--- config.mk ---
export PLATFORM = sky130hd
export DESIGN_NAME = debug_controller
export DESIGN_NICKNAME = d
export VERILOG_FILES = /design/src/common/debug_pkg.sv /design/src/debugger/debug_controller.sv
export SDC_FILE = /design/constraint.sdc
export NUM_CORES = 1
export LEC_CHECK = 0
export BUFFER_PORTS_ARGS = -buffer_cell sky130_fd_sc_hd__clkbuf_2
export CAP_MARGIN = 40
export CORE_MARGIN = 3
export CORE_UTILIZATION = 52
export DETAILED_ROUTE_END_ITERATION = 12
export PLACE_DENSITY_LB_ADDON = 0.25
export SLEW_MARGIN = 10
export SYNTH_ARGS = -nofsm -noshare
export SYNTH_HDL_FRONTEND = slang
export SYNTH_SLANG_ARGS = --single-unit
--- constraint.sdc ---
create_clock -name i_clk -period 1.98 [get_ports i_clk]
set_clock_uncertainty 0.05 [all_clocks]
set_input_delay 0 -clock i_clk [delete_from_list [all_inputs] [get_ports i_clk]]
set_output_delay 0 -clock i_clk [all_outputs]
set_load 0.01 [all_outputs]
--- src/common/debug_pkg.sv ---
/* Shared widths, command codes and types for the SPI memory debugger.
   Byte width and address width are fixed by the command format (2 address bytes). */

package debug_pkg;

  localparam int DATA_W = 8;                     // one SPI byte
  localparam int ADDR_W = 16;                    // 64 KiB byte memory

  localparam int BIT_CNT_W = $clog2(DATA_W);     // bit index within a byte

  // header after READ/WRITE is addr hi, addr lo, len hi, len lo
  localparam int HDR_BYTES = 4;
  localparam int HDR_IDX_W = $clog2(HDR_BYTES);

  typedef logic [DATA_W-1:0] byte_t;
  typedef logic [ADDR_W-1:0] addr_t;             // also used for burst lengths

  // command byte, first byte of every frame
  typedef enum byte_t {
    CMD_READ  = 8'h01,
    CMD_WRITE = 8'h02,
    CMD_ID    = 8'h03
  } cmd_e;

  localparam byte_t ID_VALUE = 8'h65;            // reply to CMD_ID

  // controller FSM states
  typedef enum logic [2:0] {
    CMD,                                         // waiting for command byte
    HDR,                                         // collecting header bytes
    RD_DATA,                                     // read burst, one read per dummy byte
    WR_DATA,                                     // write burst, one write per data byte
    DONE                                         // ignore bytes until CS rises
  } ctrl_state_e;

endpackage

--- src/debugger/debug_controller.sv ---
/* Command FSM of the debugger. One command per CS frame; CS rising drops any burst.
   Malformed or unknown commands get no error reply, only 0x00 filler. */
`timescale 1ns/1ns

module debug_controller (
  input  logic             i_clk,
  input  logic             i_arst_n,
  input  logic             i_rx_dv,
  input  debug_pkg::byte_t i_rx_byte,
  input  logic             i_frame_active,
  input  debug_pkg::byte_t i_mem_rdata,
  output logic             o_tx_dv,
  output debug_pkg::byte_t o_tx_byte,
  output logic             o_mem_en,
  output logic             o_mem_we,
  output debug_pkg::addr_t o_mem_addr,
  output debug_pkg::byte_t o_mem_wdata
);

  debug_pkg::ctrl_state_e          state;
  debug_pkg::cmd_e                 cmd_q;
  logic [debug_pkg::HDR_IDX_W-1:0] hdr_idx;
  debug_pkg::addr_t                addr_q;       // address of the next access
  debug_pkg::addr_t                count_q;      // accesses still to issue
  debug_pkg::addr_t                hdr_len;
  logic                            id_pending;
  logic                            rd_pending;   // read data valid this cycle

  // length high byte sits in count_q until the last header byte arrives
  assign hdr_len = {count_q[debug_pkg::ADDR_W-1:debug_pkg::DATA_W], i_rx_byte};

  always_ff @(posedge i_clk or negedge i_arst_n)
  begin
    if (!i_arst_n)
    begin
      state      <= debug_pkg::CMD;
      cmd_q      <= debug_pkg::CMD_ID;
      hdr_idx    <= '0;
      addr_q     <= '0;
      count_q    <= '0;
      o_mem_en   <= 1'b0;
      o_mem_we   <= 1'b0;
      id_pending <= 1'b0;
      rd_pending <= 1'b0;
    end
    else
    begin
      o_mem_en   <= 1'b0;
      o_mem_we   <= 1'b0;
      id_pending <= 1'b0;
      rd_pending <= o_mem_en & ~o_mem_we;        // RAM data lands next cycle
      if (o_mem_en)
        addr_q <= addr_q + 1'b1;                 // wraps modulo 2^16
      if (!i_frame_active)
      begin
        state      <= debug_pkg::CMD;
        hdr_idx    <= '0;
        rd_pending <= 1'b0;
      end
      else if (i_rx_dv)
      begin
        case (state)
          debug_pkg::CMD:
          begin
            cmd_q   <= debug_pkg::cmd_e'(i_rx_byte);
            hdr_idx <= '0;
            case (debug_pkg::cmd_e'(i_rx_byte))
              debug_pkg::CMD_READ,
              debug_pkg::CMD_WRITE: state <= debug_pkg::HDR;
              debug_pkg::CMD_ID:
              begin
                id_pending <= 1'b1;
                state      <= debug_pkg::DONE;
              end
              default: state <= debug_pkg::DONE;  // unknown command
            endcase
          end
          debug_pkg::HDR:
          begin
            hdr_idx <= hdr_idx + 1'b1;
            if (hdr_idx == debug_pkg::HDR_IDX_W'(0))
              addr_q[debug_pkg::ADDR_W-1:debug_pkg::DATA_W] <= i_rx_byte;
            else if (hdr_idx == debug_pkg::HDR_IDX_W'(1))
              addr_q[debug_pkg::DATA_W-1:0] <= i_rx_byte;
            else if (hdr_idx == debug_pkg::HDR_IDX_W'(2))
              count_q[debug_pkg::ADDR_W-1:debug_pkg::DATA_W] <= i_rx_byte;
            else if (hdr_idx == debug_pkg::HDR_IDX_W'(debug_pkg::HDR_BYTES - 1))
            begin
              count_q <= hdr_len;
              if (hdr_len == '0)
                state <= debug_pkg::DONE;
              else if (cmd_q == debug_pkg::CMD_READ)
              begin
                o_mem_en <= 1'b1;                // prefetch for dummy byte 0
                count_q  <= hdr_len - 1'b1;
                state    <= debug_pkg::RD_DATA;
              end
              else
                state <= debug_pkg::WR_DATA;
            end
          end
          debug_pkg::RD_DATA:
          begin
            if (count_q == '0)
              state <= debug_pkg::DONE;          // last reply already loaded
            else
            begin
              o_mem_en <= 1'b1;
              count_q  <= count_q - 1'b1;
            end
          end
          debug_pkg::WR_DATA:
          begin
            o_mem_en <= 1'b1;
            o_mem_we <= 1'b1;
            count_q  <= count_q - 1'b1;
            if (count_q == debug_pkg::addr_t'(1))
              state <= debug_pkg::DONE;
          end
          debug_pkg::DONE: state <= debug_pkg::DONE;
          default: state <= debug_pkg::CMD;
        endcase
      end
    end
  end

  always_ff @(posedge i_clk)
  begin
    if (i_rx_dv)
      o_mem_wdata <= i_rx_byte;
  end

  assign o_mem_addr = addr_q;
  assign o_tx_dv    = id_pending | rd_pending;
  assign o_tx_byte  = id_pending ? debug_pkg::ID_VALUE : i_mem_rdata;

  // accesses are cut off when the SPI frame ends
  a_mem_in_frame: assert property (@(posedge i_clk) disable iff (!i_arst_n)
    o_mem_en |-> i_frame_active);

  // one access per received byte
  a_single_access: assert property (@(posedge i_clk) disable iff (!i_arst_n)
    o_mem_en |=> !o_mem_en);

endmodule

==> summary.txt <==
Power Dens Cells: 652 nW/um2
CTS root buf: clkbuf_8
Area contributors post-synth: dfrtp_1, edfxtp_1, nand2_1
via/cell ratio: 5.97
Placed Area: 4510 um2
drt pass-1 iters: 5
Synthesized Nets: 429
initial antenna violation count: 0
status: finished, violations left
largest area contributor in the netlist: dfrtp_1
Synth Area per Inst: 9.19 um2
clk_lat worst skew: 0.35 ns
Place WS: -0.245 ns
core area: 6570 um2
most common cell in the synthesized netlist: dfrtp_1
Final Cell Area: 4970 um2
maximum VDD drop: 0.000310 V
Comb pwr share: 25.2%
endpoints failing setup: 19
register area share after synthesis: 40.2%
Via Count: 3699
Synth Warn #: 0
Crit. Startpoint: hdr_idx[0]$_DFFE_PN0P_
global-route usage over all layers: 26.9%
Max Slew Vio Count: 0
Worst EP required: 2.16 ns
fin crit share: 112%
Max H-tree Level: 3
Die X: 89.8 um
ANT cells: 0
TritonCTS Buffers: 9
P&R area growth vs syn: 36.2%
reg2reg setup slack: -0.25 ns
# DRC: 0
P_sw: 1030 uW
filler instances: 424
# rows: 29
Worst-Margin Slew: 0.658 ns
vias in the first global route: 3577
Hold Startpoint: i_rx_byte[2]
CTS Sinks: 57
Mapped Cells: 397
failing checks: hold timing, setup timing
Netlist cell types: 63
worst-path maximum fanout: 6
RSZ-0062 raised after global routing: true
Top FF cell, synth: dfrtp_1
clock tree from TritonCTS: built
num ports: 55
#FFs+latches synth: 57
Int Power: 2210 uW
area of the die: 8060 um2
DR iter-0 viols: 240
Final GP Congestion: 0.883
pin count of the biggest net entering global routing: 50
Setup WS post-layout: -0.247 ns
post-layout util: 75.7%
Post-synth EDFFs: 8
share of cells above drive strength 1: 41.4%
Achievable Freq: 0.449 GHz
Remaining Overflow, GRT: 0
clk buf depth: 2
Wirelength per Cell: 17.8 um
clock share of power: 31.5%
crit path time final: 2.23 ns
worst hold margin: -0.00321 ns
Post-Synthesis Cell Area: 3650 um2
Flop pwr share: 43.4%
Final Hold Viols: 1
first-pass GRT wire length: 17600 um
HP Class: primary input to flip-flop
Startpoint Class: flip-flop
Post-synth top cells: dfrtp_1, nand2_1, nor2_1
CP endpoint kind: flip-flop
FFs w/ async S/R, synth: 86.0%
clock-pin slew on the worst setup and hold paths: 0.07 ns
slew margin rel.: 56.2%
Initial Utilization: 55.6%
DPL Wire Length: 7310 um
final WL: 11000 um
crit path DAT: 2.41 ns
Net Sw Frac: 31.7%
Die Y: 89.8 um
proportion of netlist area held by the largest area contributor: 32.2%
worst reg2reg path startpoint: hdr_idx[0]$_DFFE_PN0P_
antenna viol nets, final: 0
nets@finish: 554
Leak: 0.00210 uW
maxcap violations: 0
crit path kind: flip-flop to flip-flop
port bufs: 54
Total Power: 3240 uW
stage by stage:
step	cells	TNS, ns
finish	620	-2.84
global placement	589	-2.84
detailed placement	589	-3.32
global route	620	-4.59
floorplan	397	-0.504
CTS	618	-2.32
power groups by stage:
stage	sequential, uW	combinational (uW)	clock (uW)
2_1_floorplan	1410	376	0
3_3_place_gp	1400	711	0
3_5_place_dp	1410	727	0
4_1_cts	1390	770	1030
5_1_grt	1420	876	1090
6_report	1410	816	1020
critical path: stages (launching register included):
cell,delay [ns]
dfrtp_1,0.43
inv_2,0.07
ha_4,0.16
or3b_4,0.40
o211ai_1,0.18
buf_4,0.16
o311a_4,0.23
a21boi_1,0.11
a41oi_2,0.22
o31ai_2,0.10
sequential cells by signal (all words and copies together) (netlist names):
name,count
count_q,16
o_mem_addr,16
cmd_q,8
o_mem_wdata,8
state,3
hdr_idx,2
id_pending,1
o_mem_en,1
o_mem_we,1
rd_pending,1
repair_timing:
item,in CTS,in global routing
setup endpoints to repair,20,20
pin swaps,11,7
gates cloned,1,0
endpoints found under the hold margin,58,0
hold buffers,6,0
gates resized for setup,15,14
setup buffers,6,2
layout by cell type, fill, tap and decap left out, types with 4 or more instances in the layout:
cell type / instances
a21oi_1: 26
a221oi_1: 6
a31o_2: 9
buf_4: 77
clkbuf_2: 54
clkbuf_8: 11
dfrtp_1: 47
dlygate4sd3_1: 6
edfxtp_1: 8
ha_1: 9
inv_1: 5
inv_2: 4
mux2_2: 8
nand2_1: 40
nand3_1: 12
nand4_1: 11
nor2_1: 33
nor2b_1: 6
nor3_1: 10
nor4_2: 4
nor4_4: 4
o211ai_1: 5
o21ai_0: 14
o31ai_1: 4
or2_2: 5
or3_1: 4
xnor2_1: 13
xor2_1: 15
cell type report:
cell class / instances / area, um2 / share of cell area, %
flip-flops and latches: 57 / 1470 / 29.5
clock buffers: 11 / 151 / 3.05
repair buffers: 141 / 971 / 19.5
multi-input cells: 304 / 2200 / 44.2
clock inverters: 5 / 30.0 / 0.604
inverters: 9 / 33.8 / 0.680
well taps: 93 / 116 / 2.34
worst paths after layout:
path                                      endpoint  cells after the start
max reg2reg                 count_q[5]$_DFFE_PN0P_                      9
max in group asynchronous   count_q[2]$_DFFE_PN0P_                      3
min reg2reg                   rd_pending$_DFF_PN0_                      1
max                         count_q[5]$_DFFE_PN0P_                      9
min                           cmd_q[2]$_DFFE_PN0P_                      2
min in group asynchronous  o_mem_addr[6]$_DFF_PN0_                      3
metal layers:
layer | vias up | global-route usage [%] | routed length (um) | share of wire [%]
li1 | 1687 | - | - | -
met1 | 1776 | 34.7 | 4540 | 41
met2 | 209 | 44.2 | 5310 | 48
met3 | 27 | 6.34 | 959 | 8.7
met4 | 0 | 9.96 | 226 | 2.0
met5 | - | 0 | 0 | 0
kinds of logic after synthesis:
group	Yosys count	share of synthesized area (%)
buf+inv	37	5.14
xor+xnor	28	6.72
mux	9	2.74
flops	57	40.2
fa+ha+maj	12	4.11
compound gates	94	17.6
simple gates	160	23.5
Power figures use the tool's default switching activity.
