`src/common/debug_pkg.sv`:
```
/* Shared widths, command codes and types for the SPI memory debugger.
   Byte width and address width are fixed by the command format (2 address bytes). */

package debug_pkg;

  localparam int DATA_W = 8;                     // one SPI byte
  localparam int ADDR_W = 16;                    // 64 KiB byte memory

  localparam int BIT_CNT_W = $clog2(DATA_W);     // bit index within a byte

  // header after READ/WRITE is addr hi, addr lo, len hi, len lo
  localparam int HDR_BYTES = 4;
  localparam int HDR_IDX_W = $clog2(HDR_BYTES);

  typedef logic [DATA_W-1:0] byte_t;
  typedef logic [ADDR_W-1:0] addr_t;             // also used for burst lengths

  // command byte, first byte of every frame
  typedef enum byte_t {
    CMD_READ  = 8'h01,
    CMD_WRITE = 8'h02,
    CMD_ID    = 8'h03
  } cmd_e;

  localparam byte_t ID_VALUE = 8'h65;            // reply to CMD_ID

  // controller FSM states
  typedef enum logic [2:0] {
    CMD,                                         // waiting for command byte
    HDR,                                         // collecting header bytes
    RD_DATA,                                     // read burst, one read per dummy byte
    WR_DATA,                                     // write burst, one write per data byte
    DONE                                         // ignore bytes until CS rises
  } ctrl_state_e;

endpackage

```
`src/spi/spi_peripheral.sv`:
```
/* SPI mode 0 peripheral, MSB first, oversampled in the i_clk domain.
   SCK high and low times must each be at least 4 i_clk cycles.
   A byte not loaded before the next byte starts goes out as 0x00. */
`timescale 1ns/1ns

module spi_peripheral (
  input  logic             i_clk,
  input  logic             i_arst_n,
  input  logic             i_spi_clk,
  input  logic             i_spi_cs_n,
  input  logic             i_spi_copi,
  input  logic             i_tx_dv,
  input  debug_pkg::byte_t i_tx_byte,
  output logic             o_spi_cipo,
  output debug_pkg::byte_t o_rx_byte,
  output logic             o_rx_dv,
  output logic             o_frame_active
);

  logic [2:0] sck_sync;                           // 2 sync stages + edge detect
  logic [2:0] cs_sync;
  logic [1:0] copi_sync;
  logic       sck_rise;
  logic       sck_fall;
  logic       frame_start;

  logic [debug_pkg::BIT_CNT_W-1:0] rx_cnt;
  logic [debug_pkg::BIT_CNT_W-1:0] tx_cnt;
  logic [debug_pkg::DATA_W-2:0]    rx_shift;      // first 7 bits of the byte
  debug_pkg::byte_t                tx_shift;
  debug_pkg::byte_t                tx_buf;        // next byte to send

  always_ff @(posedge i_clk or negedge i_arst_n)
  begin
    if (!i_arst_n)
    begin
      sck_sync  <= '0;
      cs_sync   <= '1;                            // chip select idles high
      copi_sync <= '0;
    end
    else
    begin
      sck_sync  <= {sck_sync[1:0], i_spi_clk};
      cs_sync   <= {cs_sync[1:0], i_spi_cs_n};
      copi_sync <= {copi_sync[0], i_spi_copi};
    end
  end

  assign sck_rise       = sck_sync[1] & ~sck_sync[2];
  assign sck_fall       = ~sck_sync[1] & sck_sync[2];
  assign o_frame_active = ~cs_sync[1];
  assign frame_start    = ~cs_sync[1] & cs_sync[2];

  // receive side samples COPI on SCK rise
  always_ff @(posedge i_clk or negedge i_arst_n)
  begin
    if (!i_arst_n)
    begin
      rx_cnt  <= '0;
      o_rx_dv <= 1'b0;
    end
    else
    begin
      o_rx_dv <= 1'b0;
      if (!o_frame_active)
        rx_cnt <= '0;                             // drop partial byte
      else if (sck_rise)
      begin
        rx_cnt  <= rx_cnt + 1'b1;
        o_rx_dv <= (rx_cnt == debug_pkg::BIT_CNT_W'(debug_pkg::DATA_W - 1));
      end
    end
  end

  always_ff @(posedge i_clk)
  begin
    if (sck_rise)
    begin
      rx_shift <= {rx_shift[debug_pkg::DATA_W-3:0], copi_sync[1]};
      if (rx_cnt == debug_pkg::BIT_CNT_W'(debug_pkg::DATA_W - 1))
        o_rx_byte <= {rx_shift, copi_sync[1]};
    end
  end

  // transmit side changes CIPO on SCK fall
  always_ff @(posedge i_clk or negedge i_arst_n)
  begin
    if (!i_arst_n)
    begin
      tx_buf   <= '0;
      tx_shift <= '0;
      tx_cnt   <= '0;
    end
    else if (!o_frame_active)
    begin
      tx_buf   <= '0;
      tx_shift <= '0;                             // keeps CIPO low between frames
      tx_cnt   <= '0;
    end
    else
    begin
      if (frame_start || (sck_fall && tx_cnt == debug_pkg::BIT_CNT_W'(debug_pkg::DATA_W - 1)))
      begin
        tx_shift <= tx_buf;                       // first bit of the next byte
        tx_buf   <= '0;                           // filler unless reloaded
        tx_cnt   <= '0;
      end
      else if (sck_fall)
      begin
        tx_shift <= {tx_shift[debug_pkg::DATA_W-2:0], 1'b0};
        tx_cnt   <= tx_cnt + 1'b1;
      end
      if (i_tx_dv)
        tx_buf <= i_tx_byte;                      // a load wins over the clear
    end
  end

  assign o_spi_cipo = tx_shift[debug_pkg::DATA_W-1];

  // SCK phases of at least 4 cycles keep synced edges 3 or more cycles apart
  a_sck_phase: assert property (@(posedge i_clk) disable iff (!i_arst_n)
    (sck_rise || sck_fall) |->
      !$past(sck_rise || sck_fall) && !$past(sck_rise || sck_fall, 2));

  // the controller answers only inside a frame
  a_tx_dv_in_frame: assert property (@(posedge i_clk) disable iff (!i_arst_n)
    i_tx_dv |-> o_frame_active);

endmodule
```
`config.mk`:
```
export PLATFORM = sky130hd
export DESIGN_NAME = spi_peripheral
export DESIGN_NICKNAME = d
export VERILOG_FILES = /design/src/common/debug_pkg.sv /design/src/spi/spi_peripheral.sv
export SDC_FILE = /design/constraint.sdc
export NUM_CORES = 1
export LEC_CHECK = 0
export CORE_MARGIN = 4
export CORE_UTILIZATION = 25
export DETAILED_ROUTE_END_ITERATION = 10
export DONT_BUFFER_PORTS = 1
export PLACE_DENSITY_LB_ADDON = 0.1
export SKIP_LAST_GASP = 1
export SYNTH_ARGS = -nofsm -noshare
export SYNTH_HDL_FRONTEND = slang
export SYNTH_SLANG_ARGS = --single-unit
```
`constraint.sdc`:
```
create_clock -name i_clk -period 4.21 [get_ports i_clk]
set_clock_uncertainty 0.05 [all_clocks]
set_input_delay 0.421 -clock i_clk [delete_from_list [all_inputs] [get_ports i_clk]]
set_output_delay 0.421 -clock i_clk [all_outputs]
set_load 0.01 [all_outputs]
```
==> flow_metrics.tcl, run 1 <==
set metrics [dict create \
    drive_gt1_share_pct 11.7 \
    r2r_setup_slack_ns 2.23 \
    start_util_pct 25.6 \
    crit_type "register to register" \
    gr-total-overflow 0 \
    drc 0 \
    grt_pass1_vias 1047 \
    cts_setup_buffers 0 \
    area_growth_pct 9.55 \
    wl_per_cell_um 14.9 \
    synth.distinct_cells 26 \
    gp_congestion 0.711 \
    finalHoldViolCount 0 \
    async_reset_ff_share_pct 67.4 \
    post_dp_cell_area_um2 1900 \
    seq_area_um2 1230 \
    p_int_w 0.000608 \
    yosysWarningCount 0 \
    nFillCells 769 \
    synthCells 128 \
    min_period_over_period_pct 47.0 \
    combPwrFrac_pct 4.7 \
    maxCapViolCount 0 \
    setup_viol 0 \
    clock-root-buffer "clkbuf_8" \
    dp_cells 217 \
    ff2ff_path_depth 2 \
    rows 31 \
    diodes 0 \
    dieWidth_um 94.0 \
    die_area_um2 8830 \
    hold_path.class "input port to register" \
    post-route-util_pct 28.0 \
    worstSetupStartpointType "register" \
    multi_input_area_um2 543 \
    synth_nets 146 \
    wirelength_mm 3.37 \
    worst_pin_slew_ns 0.968 \
    nets 145 \
    setup-tns-final_ns 0 \
    cp.arrival_ns 1.90 \
    p_seq_share_pct 60.5 \
    r2r-end "o_rx_byte[6]$_DFFE_PP_" \
    clk_latency_ns 0.31 \
    p_switching_w 0.000197 \
    viasPerCell 4.52 \
    cp-endpoint "o_rx_byte[6]$_DFFE_PP_" \
    path_max_fanout 12 \
    grt_pass1_wl_mm 5.54 \
    drt_pre_antenna_iters 4 \
    p_per_area_nw_per_um2 398 \
    drtAntennaViolNets 0 \
    layout_commonest_cell "dfrtp_1" \
    syn-cell-area_um2 1850 \
    clockBufferDepth 2 \
    track_usage_pct 8.33 \
    placement.io_buffers 0 \
    clk_pin_slew_ns 0.10 \
    crit_required_ns 4.14 \
    cp-end-kind "register" \
    final_cells 227 \
    synth-edff-count 15 \
    power_leakage_nw 0.780 \
    final_cell_mix "dfrtp_1, edfxtp_1, o211ai_1" \
    synth-main-ff-cell "dfrtp_1" \
    r2r_start "sck_sync[1]$_DFF_PN0_" \
    synth_seq_cells 46 \
    fin_crit_ns 1.98 \
    cts_buffers 5 \
    switching_share_pct 24.5 \
    dp_hpwl_mm 2.46 \
    ys_seq_area_share_pct 66.6 \
    drtIter0Drc 47 \
    die_h_um 94.0 \
    critPathLaunch "sck_sync[1]$_DFF_PN0_" \
    grt_max_degree 32 \
    syn_area_per_cell_um2 14.4 \
    fmax_mhz 506 \
    htreeDepth 2 \
    ios 25 \
    post-route-cell-area_um2 2020 \
    power.share.clock_pct 34.8 \
    tritoncts "built" \
    rsz0062_at_grt "false" \
    maxSlewViolCount 0 \
    core-area_um2 7210 \
    outcome "complete, no violations" \
    vdd_drop_max_v 0.000104 \
    vias 1027 \
    antenna_found_initial 0 \
    slew_headroom_pct 35.3 \
    clock_sinks 46 \
]
==> cell usage after synthesis, drive strengths merged (3+ instances only) <==
cell type,instances,share of area (%)
dfrtp,28,38
nor2,5,1.0
o221ai,7,3.3
a22o,10,4.7
edfxtp,15,24
o211ai,14,5.7
buf,8,3.4
nor2b,11,3.7
ha,4,2.7
nand3,7,1.9
dfstp,3,4.3
==> worst min-delay path by stage <==
stage | start | to | slack [ns] | depth (start not counted)
after floorplan | i_arst_n | copi_sync[0]$_DFF_PN0_ | 0.08 | 0
after global placement | i_arst_n | copi_sync[1]$_DFF_PN0_ | 0.08 | 0
after detailed placement | i_arst_n | copi_sync[1]$_DFF_PN0_ | 0.08 | 0
after CTS | i_spi_cs_n | cs_sync[0]$_DFF_PN1_ | 0.04 | 0
after global routing | i_spi_cs_n | cs_sync[0]$_DFF_PN1_ | 0.03 | 0
final | i_spi_cs_n | cs_sync[0]$_DFF_PN1_ | 0.05 | 0
==> cells by family (layout without fill, tap and decap cells) <==
group                      count (synthesis)  after routing  synth area share, %
AOI/OAI and AO/OA                         32             32                 14.3
and+or+nand+nor                           31             31                 10.2
buffers and inverters                     11             11                 4.00
DFF                                       46             46                 66.6
muxes                                      3              3                 1.69
adders and majority gates                  4              4                 2.71
xor gates and xnor gates                   1              1                0.474
==> stage by stage <==
step           hold slack [ns]  total power (W)  setup slack (ns)
4_1_cts                 0.0424         0.000815              2.18
3_3_place_gp            0.0762         0.000525              2.26
5_1_grt                 0.0328         0.000840              2.06
3_5_place_dp            0.0762         0.000526              2.19
6_report                0.0474         0.000805              2.23
2_1_floorplan           0.0754         0.000521              2.41
==> power by group through the flow <==
stage	registers (W)	logic [W]	clock network [W]
floorplan	0.000491	0.0000299	0
global route	0.000489	0.0000421	0.000308
detailed placement	0.000497	0.0000294	0
global placement	0.000496	0.0000285	0
CTS	0.000488	0.0000386	0.000289
finish	0.000487	0.0000375	0.000280
==> final cells by class <==
| class | instances | area share (%) |
|---|---|---|
| sequential | 46 | 60.8 |
| multi-input combinational | 71 | 26.8 |
| tap | 99 | 6.12 |
| clock buffer | 5 | 3.40 |
| timing repair buffer | 2 | 1.48 |
| clock inverter | 3 | 1.18 |
| inverter | 1 | 0.186 |
==> layer usage <==
metal	global-route usage, %	vias up	share of wire [%]
li1	-	482	-
met5	0	-	0
met2	12.4	26	46
met3	2.88	7	4.0
met1	10.9	512	48
met4	3.61	0	1.9
==> worst max-delay path, stage by stage (launching register included) <==
cell	delay (ns)
dfrtp_1	0.40
nor2b_1	0.77
and2_1	0.43
==> repair_timing <==
action                                 CTS  global route
resized for setup                        0             0
hold buffers                             2             0
endpoints found under the hold margin   31             0
==> sequential cells by signal (all words and copies together) (netlist names) <==
name       count
tx_shift       8
o_rx_byte      8
tx_buf         8
sck_sync       3
cs_sync        3
tx_cnt         3
copi_sync      2
rx_shift       7
rx_cnt         3
o_rx_dv        1
Power figures use the tool's default switching activity.
==> run 2, diff against run 1 <==
--- a/config.mk
+++ b/config.mk
@@ -5,6 +5,7 @@
 export SDC_FILE = /design/constraint.sdc
 export NUM_CORES = 1
 export LEC_CHECK = 0
+export ABC_AREA = 1
 export CORE_MARGIN = 4
 export CORE_UTILIZATION = 25
 export DETAILED_ROUTE_END_ITERATION = 10
==> constraint.sdc (replaced) <==
create_clock -name i_clk -period 1.7 [get_ports i_clk]
set_clock_uncertainty 0.05 [all_clocks]
set_input_delay 0.17 -clock i_clk [delete_from_list [all_inputs] [get_ports i_clk]]
set_output_delay 0.17 -clock i_clk [all_outputs]
set_load 0.01 [all_outputs]
==> flow_metrics.tcl, run 2 <==
set metrics [dict create \
    outcome "complete, no violations" \
    cp-end-kind "register" \
    rsz0062_at_grt "false" \
    wirelength_mm 3.04 \
    yosysWarningCount 0 \
    fmax_mhz 655 \
    p_per_area_nw_per_um2 1010 \
    p_seq_share_pct 55.6 \
    path_max_fanout 10 \
    p_int_w 0.00169 \
    synth-edff-count 15 \
    worst_pin_slew_ns 0.417 \
    gr-total-overflow 0 \
    ys_seq_area_share_pct 68.8 \
    synthCells 165 \
    synth-main-ff-cell "dfrtp_1" \
    reg_top3 "o_rx_byte x8, tx_buf x8, tx_shift x8" \
    final_cells 282 \
    synth.most_common_cell "nand2_1" \
    cp.arrival_ns 1.72 \
    clockBufferDepth 2 \
    combPwrFrac_pct 6.2 \
    worstSetupStartpointType "register" \
    drtIter0Drc 49 \
    die_h_um 92.5 \
    clk_pin_slew_ns 0.09 \
    clock-root-buffer "clkbuf_8" \
    drive_gt1_share_pct 12.4 \
    fin_ws_ns 0.173 \
    dp_cells 261 \
    drtAntennaViolNets 0 \
    crit_required_ns 1.89 \
    placement.io_buffers 0 \
    die_area_um2 8560 \
    cts_setup_buffers 0 \
    grt_max_degree 32 \
    vdd_drop_max_v 0.000331 \
    switching_share_pct 22.4 \
    synth_seq_cells 46 \
    power.share.clock_pct 38.2 \
    vias 1095 \
    synth_nets 183 \
    async_reset_ff_share_pct 67.4 \
    post-route-cell-area_um2 2160 \
    setup_viol 0 \
    start_util_pct 26.0 \
    syn_area_per_cell_um2 10.8 \
    drt_pre_antenna_iters 4 \
    antenna_found_initial 0 \
    synth_top_area_share_pct 39.2 \
    place_ws_ns 0.0526 \
    slew_headroom_pct 72.1 \
    viasPerCell 3.88 \
    grt_pass1_wl_mm 5.48 \
    track_usage_pct 8.17 \
    tritoncts "built" \
    seq_area_um2 1230 \
    maxSlewViolCount 0 \
    grt_pass1_vias 1168 \
    wl_per_cell_um 10.8 \
    maxCapViolCount 0 \
    multi_input_area_um2 465 \
    core-area_um2 6870 \
    htreeDepth 2 \
    layout_commonest_cell "nand2_1" \
    power_leakage_nw 0.996 \
    min_period_over_period_pct 89.8 \
    post_dp_cell_area_um2 1900 \
    setup-tns-final_ns 0 \
    dp_hpwl_mm 2.17 \
    final_cell_mix "nand2_1, nand3_1, dfrtp_1" \
    synthTopCellsByArea "dfrtp_1, edfxtp_1, nand2_1, nand3_1, dfstp_2" \
    finalHoldViolCount 0 \
    cts_buffers 5 \
    hold_path.class "input port to register" \
    synthTopCellsByCount "nand2_1, nand3_1, dfrtp_1, inv_1, edfxtp_1" \
    crit_type "register to register" \
    rows 30 \
    gp_congestion 0.710 \
    drc 0 \
    diodes 0 \
    ios 25 \
    synth_area_leader_cell "dfrtp_1" \
    fin_crit_ns 1.53 \
    dieWidth_um 92.5 \
    synth.distinct_cells 17 \
    clk_latency_ns 0.30 \
    area_growth_pct 21.1 \
    p_switching_w 0.000488 \
    nFillCells 706 \
    nets 203 \
    clock_sinks 46 \
    syn-cell-area_um2 1790 \
]
==> run 2: changes by cell type in the layout (fill, tap and decap cells not counted), moves of 4 or more <==
cell           previous run  this run
o211ai_1                 14         0
nand2_1                   0        49
o221ai_1                  7         0
a22o_1                   10         0
dlygate4sd3_1             1        12
inv_1                     0        18
nor2b_1                  11         0
inv_2                     0         4
nand3_1                   7        29
==> run 2: repair_timing <==
item	CTS	global route
resized for setup	0	1
setup endpoints to repair	0	8
hold buffers	13	0
hold endpoints to repair	42	0
==> run 2: path summary, 6_finish.rpt <==
| check | startpoint | slack (ns) | depth (start not counted) | endpoint |
|---|---|---|---|---|
| max in group asynchronous | i_arst_n | 1.09 | 2 | cs_sync[1]$_DFF_PN1_ |
| max | tx_cnt[0]$_DFFE_PN0P_ | 0.17 | 7 | tx_buf[0]$_DFFE_PN0P_ |
| min in group asynchronous | i_arst_n | 0.26 | 2 | tx_shift[5]$_DFFE_PN0P_ |
| max reg2reg | tx_cnt[0]$_DFFE_PN0P_ | 0.17 | 7 | tx_buf[0]$_DFFE_PN0P_ |
| min | i_tx_dv | 0.04 | 3 | tx_buf[3]$_DFFE_PN0P_ |
| min reg2reg | copi_sync[0]$_DFF_PN0_ | 0.31 | 0 | copi_sync[1]$_DFF_PN0_ |
==> run 2: metrics by stage <==
step	total power, W	utilization (%)	hold slack, ns
final	0.00218	31.5	0.0415
after global routing	0.00229	31.5	0.0436
after CTS	0.00222	31.5	0.0281
after detailed placement	0.00133	27.7	-0.174
after global placement	0.00133	27.7	-0.174
after floorplan	0.00131	-	-0.176
==> run 2: layout make-up <==
cell class	instances	share of cell area, %
tap	96	5.55
timing repair buffer	14	6.82
clock inverter	3	2.26
multi-input combinational	96	21.5
inverter	22	3.82
clock buffer	5	3.18
sequential	46	56.9
==> run 2: cell families after synthesis <==
kind of cell	count (synthesis)	synth area share, %
flops	46	68.8
compound gates	3	1.05
fa+ha+maj	4	2.80
simple gates	88	21.6
buf+inv	23	5.25
xor+xnor	1	0.490
==> run 2: power groups by stage <==
stage	sequential [W]	combinational (W)	clock, W
6_report	0.00121	0.000134	0.000831
5_1_grt	0.00122	0.000158	0.000915
4_1_cts	0.00121	0.000139	0.000873
3_5_place_dp	0.00123	0.0000956	0
3_3_place_gp	0.00123	0.0000939	0
2_1_floorplan	0.00123	0.0000775	0
==> run 2: worst max-delay path: stages (launching register included) <==
cell     delay (ns)
dfrtp_1        0.41
ha_1           0.21
ha_1           0.19
nand3_2        0.19
nand2_1        0.09
inv_2          0.17
nand3_1        0.10
nand2_1        0.07
==> run 2: metal layers <==
| layer | global-route usage (%) | vias up | share of wire, % |
|---|---|---|---|
| li1 | - | 570 | - |
| met1 | 10.5 | 501 | 49 |
| met2 | 12.8 | 20 | 45 |
| met3 | 2.68 | 4 | 3.9 |
| met4 | 2.97 | 0 | 1.4 |
| met5 | 0 | - | 0 |
